==> config.mk <==
export PLATFORM = sky130hd
export DESIGN_NAME = cache_ctrl
export DESIGN_NICKNAME = d
export VERILOG_FILES = /design/src/verilog/cache_pkg.sv /design/src/verilog/cache_ctrl.sv
export SDC_FILE = /design/constraint.sdc
export NUM_CORES = 1
export LEC_CHECK = 0
export BUFFER_PORTS_ARGS = -buffer_cell sky130_fd_sc_hd__buf_2
export CORE_AREA = 2 2 372 374
export DETAILED_ROUTE_END_ITERATION = 16
export DIE_AREA = 0 0 374 376
export SETUP_SLACK_MARGIN = 0.5
export SLEW_MARGIN = 20
export SYNTH_ARGS = -nofsm -noshare
export SYNTH_HDL_FRONTEND = slang
export SYNTH_SLANG_ARGS = --single-unit
==> constraint.sdc <==
create_clock -name clk -period 2.84 [get_ports clk]
set_clock_uncertainty 0.15 [all_clocks]
set_input_delay 0 -clock clk [delete_from_list [all_inputs] [get_ports clk]]
set_output_delay 0 -clock clk [all_outputs]
set_load 0.1 [all_outputs]
==> src/verilog/cache_pkg.sv <==
// geometry and FSM encoding shared by the cache RTL and its testbench
// import with cache_pkg::* in the module header

package cache_pkg;

    // processor side
    localparam int addr_w = 32;
    localparam int data_w = 32;

    // line geometry
    localparam int line_bytes = 16;
    localparam int line_w = line_bytes * 8;        // 128 bits
    localparam int words_per_line = line_w / data_w;
    localparam int word_sel_w = $clog2(words_per_line);

    // address split: tag | index | offset
    localparam int offset_w = $clog2(line_bytes);  // byte offset in a line
    localparam int index_w = 6;
    localparam int tag_w = addr_w - index_w - offset_w;
    localparam int num_sets = 1 << index_w;

    // controller states
    localparam int state_w = 3;

    // idle: ready for a new request
    localparam logic [state_w-1:0] st_idle = 3'd0;

    // registered request, ways compare
    localparam logic [state_w-1:0] st_lookup = 3'd1;

    // dirty victim goes out to memory
    localparam logic [state_w-1:0] st_wb = 3'd2;

    // line read request and wait for data
    localparam logic [state_w-1:0] st_fill = 3'd3;

    // access the freshly filled line
    localparam logic [state_w-1:0] st_finish = 3'd4;

endpackage

==> src/verilog/cache_ctrl.sv <==
`timescale 1ns/10ps
// request FSM of the two-way cache: merges way hits, tracks LRU per set
// and runs write-back and refill against the line-wide memory port

module cache_ctrl
    import cache_pkg::*;
(
    input  logic                  clk,
    input  logic                  rst_n,

    // processor side
    input  logic                  req_valid,
    input  logic                  req_write,
    input  logic [addr_w-1:0]     req_addr,
    input  logic [data_w-1:0]     req_wdata,
    output logic                  req_ready,
    output logic                  resp_valid,
    output logic [data_w-1:0]     resp_rdata,
    output logic                  resp_hit,

    // memory side
    output logic                  mem_req_valid,
    output logic                  mem_req_write,
    output logic [addr_w-1:0]     mem_req_addr,
    output logic [line_w-1:0]     mem_wdata,
    input  logic                  mem_req_ready,
    input  logic                  mem_resp_valid,
    input  logic [line_w-1:0]     mem_rdata,

    // way side
    output logic [index_w-1:0]    lookup_index,
    output logic [tag_w-1:0]      lookup_tag,
    output logic [word_sel_w-1:0] word_sel,
    output logic                  word_we0,
    output logic                  word_we1,
    output logic                  fill_we0,
    output logic                  fill_we1,
    output logic [data_w-1:0]     wr_word,
    output logic [line_w-1:0]     fill_line,
    input  logic                  hit0,
    input  logic                  hit1,
    input  logic                  dirty0,
    input  logic                  dirty1,
    input  logic [tag_w-1:0]      tag0,
    input  logic [tag_w-1:0]      tag1,
    input  logic [data_w-1:0]     rd_word0,
    input  logic [data_w-1:0]     rd_word1,
    input  logic [line_w-1:0]     rd_line0,
    input  logic [line_w-1:0]     rd_line1
);

    logic [state_w-1:0]  state;
    logic [num_sets-1:0] lru;          // per set, the way to evict next
    logic                req_write_q;
    logic [data_w-1:0]   req_wdata_q;

    logic                any_hit;
    logic                victim;
    logic                victim_dirty;
    logic [tag_w-1:0]    victim_tag;
    logic                access_cycle;
    logic                fill_done;

    // Ways only become valid through refill, and the first refill of a set goes
    // to way 0 since lru resets to 0. With way 1 still empty the bit then always
    // points at way 1, so the LRU bit alone covers the invalid-way cases.
    assign victim = lru[lookup_index];
    assign victim_dirty = victim ? dirty1 : dirty0;
    assign victim_tag = victim ? tag1 : tag0;

    assign any_hit = hit0 | hit1;
    assign access_cycle = ((state == st_lookup) && any_hit) || (state == st_finish);

    // read data back only after the read request has been accepted
    assign fill_done = (state == st_fill) && !mem_req_valid && mem_resp_valid;

    // processor side
    assign req_ready = (state == st_idle);
    assign resp_valid = access_cycle;
    assign resp_hit = (state == st_lookup) && any_hit;
    assign resp_rdata = req_write_q ? req_wdata_q : (hit1 ? rd_word1 : rd_word0);

    // way writes
    assign wr_word = req_wdata_q;
    assign word_we0 = access_cycle && req_write_q && hit0;
    assign word_we1 = access_cycle && req_write_q && hit1;
    assign fill_line = mem_rdata;
    assign fill_we0 = fill_done && !victim;
    assign fill_we1 = fill_done && victim;

    // memory request, derived from held state so it is stable under back-pressure
    assign mem_req_write = (state == st_wb);
    assign mem_req_addr = {mem_req_write ? victim_tag : lookup_tag,
                           lookup_index, {offset_w{1'b0}}};
    assign mem_wdata = victim ? rd_line1 : rd_line0;

    always_ff @(posedge clk or negedge rst_n) begin
        if (!rst_n) begin
            state <= st_idle;
            mem_req_valid <= 1'b0;
            lru <= '0;
        end else begin
            case (state)
                st_idle: begin
                    if (req_valid) begin
                        state <= st_lookup;
                    end
                end
                st_lookup: begin
                    if (any_hit) begin
                        state <= st_idle;
                    end else begin
                        mem_req_valid <= 1'b1;
                        state <= victim_dirty ? st_wb : st_fill;
                    end
                end
                st_wb: begin
                    if (mem_req_ready) begin
                        state <= st_fill;      // valid stays up for the read
                    end
                end
                st_fill: begin
                    if (mem_req_valid && mem_req_ready) begin
                        mem_req_valid <= 1'b0;
                    end
                    if (fill_done) begin
                        state <= st_finish;
                    end
                end
                st_finish: begin
                    state <= st_idle;
                end
                default: begin
                    state <= st_idle;
                end
            endcase

            // hit or the access after a fill; the other way becomes LRU
            if (access_cycle) begin
                lru[lookup_index] <= hit0;
            end
        end
    end

    // request capture on acceptance
    always_ff @(posedge clk) begin
        if (req_valid && req_ready) begin
            lookup_index <= req_addr[offset_w +: index_w];
            lookup_tag <= req_addr[addr_w-1 -: tag_w];
            word_sel <= req_addr[offset_w-1 -: word_sel_w];
            req_write_q <= req_write;
            req_wdata_q <= req_wdata;
        end
    end

endmodule

# == After elaboration in Yosys (flattened, before gate mapping) ==
# Cells that the tools add are included.
# classes
n_eq_ne,9
n_mux,20
n_bitwise,1
n_reduce_logical,18
magnitude_cmp,2
# ops
operator,n
two-way mux 128 bit,1
bitwise mux 64 bit,1
two-way mux 32 bit,2
two-way mux 22 bit,2
case mux 3 bit (4 select lines),1
logical AND 1 bit,11
two-way mux 3 bit,3
less-than comparator 6 x 7 -> 1 bit (second input constant),1
binary-select mux 1 bit (select 6 bit),1
demux 1 bit (select 6 bit),1
== test 3 x 2 -> 1 bit (second input constant),2
greater-or-equal comparator 6 x 1 -> 1 bit (second input constant),1
two-way mux 1 bit,6
inequality test 2 bit (second input constant),3
AND reduction 3 bit,2
inequality test 2 x 1 -> 1 bit (second input constant),2
== test 3 x 1 -> 1 bit (second input constant),1
== test 3 bit (second input constant),1
zero test 3 bit,1
zero test 1 bit,2
two-way mux 2 bit,1
case mux 1 bit (2 select lines),1
nonzero test 2 bit,1
logical OR 1 bit,1
bitwise OR 1 bit,1
# word_totals
wordCells,58
reg_bits,131
inputBits,566

# == Longest topological paths before layout ==
# depth
depth_word,6
ltp_mapped,12
mapped_depth_nobuf,6

# == Worst setup path after synthesis ==
# OpenSTA, ideal clock, no wires.
# synth_timing
path_kind,reg2reg
startpoint,reg state[0]
endpoint,reg lookup_index[0] (enable)
setup_slack_ns,-2.075
setup_ns,0.427
arrival_time_ns,4.338
stages_incl_launch_ff,4
path_cell_list,dfrtp_1 -> clkbuf_1 -> nor3_1 -> and2_1
# synth_between
elab_chain_cells,2
# synth_rtl
item,line,rtl
start: declaration,cache_ctrl.sv:52,logic [state_w-1:0] state;
start signal: assignment,cache_ctrl.sv:99,state <= st_idle;
start signal: assignment,cache_ctrl.sv:106,state <= st_lookup;
start signal: assignment,cache_ctrl.sv:111,state <= st_idle;
zero test 3 bit,cache_ctrl.sv:78,assign req_ready = (state == st_idle);
via req_ready,cache_ctrl.sv:16,"output logic req_ready,"
logical AND 1 bit,cache_ctrl.sv:147,if (req_valid && req_ready) begin
end signal: assignment,cache_ctrl.sv:148,lookup_index <= req_addr[offset_w +: index_w];
end: declaration,cache_ctrl.sv:31,"output logic [index_w-1:0] lookup_index,"
# The timed path passes the listed nets, and every way through them passes these cells.
# A chain may end at the register's enable or synchronous reset.

# == Worst setup path in the final report ==
# layout_timing
startpoint,reg lookup_index[0]
endpoint,out mem_wdata[64]
# layout_between
elab_chain_cells,3
# layout_rtl
item,line,rtl
binary-select mux 1 bit (select 6 bit),cache_ctrl.sv:67,assign victim = lru[lookup_index];
two-way mux 1 bit (not written as such),cache_ctrl.sv:67,
two-way mux 128 bit,cache_ctrl.sv:95,assign mem_wdata = victim ? rd_line1 : rd_line0;
end: declaration,cache_ctrl.sv:25,"output logic [line_w-1:0] mem_wdata,"
# No other way between the ends. The select of a mux whose other input is x is not followed.

==> metrics <==
status=finished with violations; failing checks=negative setup slack; kind of critical path=register to output port; DRT Pass-1 Iters=4; antenna violations before repair=95; worst hold path type=input port to register; Critical Path Sink Type=output port; Psw=12.3 mW; Layout Cells excl Fill=3,561; die width=374 µm; pwr dens=994 nW/µm²; FILL cells=15,242; total track usage=14.1%; most frequent cell after synthesis=buf_4; crit path DAT=3340 ps; Internal=8.97 mW; GPL Wtd Cong=0.880; Ys Warns=0; number of synthesized register bits=131; Seq pwr share=13.0%; DIE HEIGHT=376 µm; Reg-to-Reg Start=lookup_index[0]; worst slew pin tran=1110 ps; critical path startpoint category=register; Crit path required time=2690 ps; Avg Cell Area, Syn=10.8 µm²; overall power=21.3 mW; Max Cap Viol=0; Yosys top cell area share=19.1%; Gate Count Post-Synth=914; Initial Utilization=7.25%; routed len/inst=29.5 µm; first-pass GRT wire length=126 mm; final max-slew violation count=0; Crit path top cell by count=buf_12; Detailed Route Iter0 Violations=548; Root Driver=clkbuf_16; I/O pin count=957; Slowest-stage cell, CP=mux4_2; largest net degree at the start of global routing=69; final hold vios=0; CP Cell Sequence=buf_12 > mux4_2 > nand3b_1 > o211ai_1 > nor4_4 > nand3_4 > buf_12 > buf_16 > mux2_4 > buf_12; Port Buffers=694; DRC viols=0; CTS sink cnt=131; setup slack, reg-to-reg=90 ps; Clk pin slew, worst setup/hold paths=70 ps; clock power share=10.8%; vias per cell=3.17; sequential area share after synthesis=36.3%; Max-slew headroom=25.9%; via count of the first global-routing pass=11,150; synth cell count leaders=141 x buf_4, 111 x nand2_1, 98 x mux2_4; gr ovfl total=0; highest net fanout along the worst path=12; post-place setup slack=-320 ps; distinct cell type count after synthesis=48; H-tree levels=4; maximum buffer depth of the clock tree=2; crit path from=lookup_index[0]; via count=11,298; Cell Area, Synth=9900 µm²; ys flop type=dfrtp_1; CTS Buf Count=17; RSZ-0062 raised after global routing=yes; final setup vio count=152; Gate power share=76.2%; row cnt=136; Final Net Count=2,314; Async SR Flop Fraction=51.9%; antenna-violating nets left=0; crit path capture=mem_wdata[64]; Hold Crit Start=req_addr[17]; Worst Slack Setup Final=-648 ps; main area contributors after synthesis=edfxtp_1 19%, dfrtp_1 17%, mux2_4 15%; WL final=105 mm; core box area=137,000 µm²; share of layout cells above drive strength 1=65.4%; maximum achievable frequency=287 MHz; Post-synth EDFFs=63; leakage power=9.28 nW; area leader, netlist=edfxtp_1; Switching Fraction=57.8%; Cells after DPL=3,293; CTS tree=done; crit share post-route=123%; area grow syn2layout=116%; r2r worst-path depth=11; crit path time final=3490 ps; Peak VDD IR=0.812 mV; FF-to-FF End=state[0]; clock latency on the worst-skew pair=450 ps; Die Area=141,000 µm²; hpwl dp=91.7 mm; CP peak stage delay=500 ps
layout make-up:
type | instances | area, µm² | share of cell area (%)
repair buffers | 1018 | 9270 | 43.3
well taps | 1794 | 2240 | 10.5
multi-input cells | 577 | 5660 | 26.4
clock inverters | 10 | 110 | 0.514
clock buffers | 22 | 499 | 2.33
flip-flops and latches | 131 | 3600 | 16.8
diodes | 6 | 15.0 | 0.0701
inverters | 3 | 11.3 | 0.0526
sequential cells by signal (all words and copies together), names as in the netlist:
name	cells
mem_req_valid	1
req_write_q	1
wr_word	32
lru	64
word_sel	2
state	3
lookup_tag	22
lookup_index	6
logic make-up (layout without fill, tap and decap cells):
group,Yosys count,after routing,share of synthesized area (%)
AO/OA/AOI/OAI,108,108,7.08
buffers and inverters,209,1053,14.4
flip-flops,131,131,36.3
multiplexers,243,243,31.5
other,1,10,0.0379
AND/OR/NAND/NOR,222,222,10.7
how the worst min path moves through the flow:
stage,to,cells past startpoint
2_1_floorplan,lru[0],0
3_3_place_gp,fill_line[15],0
3_5_place_dp,fill_line[15],0
4_1_cts,lookup_tag[4],2
5_1_grt,lookup_tag[1],2
6_report,lookup_tag[7],2
per-stage QoR:
stage	setup TNS (ps)	instance area (µm²)	hold WS, ps	utilization [%]
final	-86260	21400	104	15.7
after global routing	-105060	21400	90.6	15.7
after CTS	-98100	20900	80.6	15.3
after detailed placement	-24350	18000	-149	13.2
after global placement	-22560	18000	-149	13.2
after floorplan	-95170	10600	-446	-
critical path, delay by kind of cell (launching register included):
family | cells | cell delay [ps]
buf+inv | 4 | 740
compound gates | 1 | 170
mux | 2 | 900
simple gates | 3 | 660
flops | 1 | 370
placed cells by master (no fill, tap or decap), types with 43 or more instances in the layout:
master / synthesis / final
buf_12: 0 / 173
dlygate4sd3_1: 0 / 200
mux2_4: 98 / 128
mux2_2: 96 / 66
edfxtp_1: 63 / 63
nand2_1: 111 / 110
dfrtp_1: 68 / 66
buf_2: 11 / 538
buf_4: 141 / 78
mux2i_1: 43 / 43
metal layers:
layer,vias up,GRT usage [%],wire (µm)
li1,4847,-,-
met1,5493,16.3,41100
met2,732,26.0,53900
met3,200,4.21,8060
met4,26,1.60,1670
met5,-,0,166
power by group through the flow:
stage | clock, mW | sequential [mW] | combinational (mW)
floorplan | 0 | 3.76 | 9.34
global placement | 0 | 2.77 | 14.6
global route | 2.43 | 2.81 | 16.8
finish | 2.30 | 2.76 | 16.2
detailed placement | 0 | 2.78 | 14.6
CTS | 2.35 | 2.75 | 16.0
what timing repair did:
action | in CTS | in global routing
resized for setup | 33 | 63
hold endpoints to repair | 278 | 0
cloned | 3 | 4
pin swaps | 3 | 7
hold buffers | 200 | 0
endpoints found under the setup margin | 165 | 165
setup buffers | 9 | 14
Note: power is estimated with default switching activity, not from simulation.
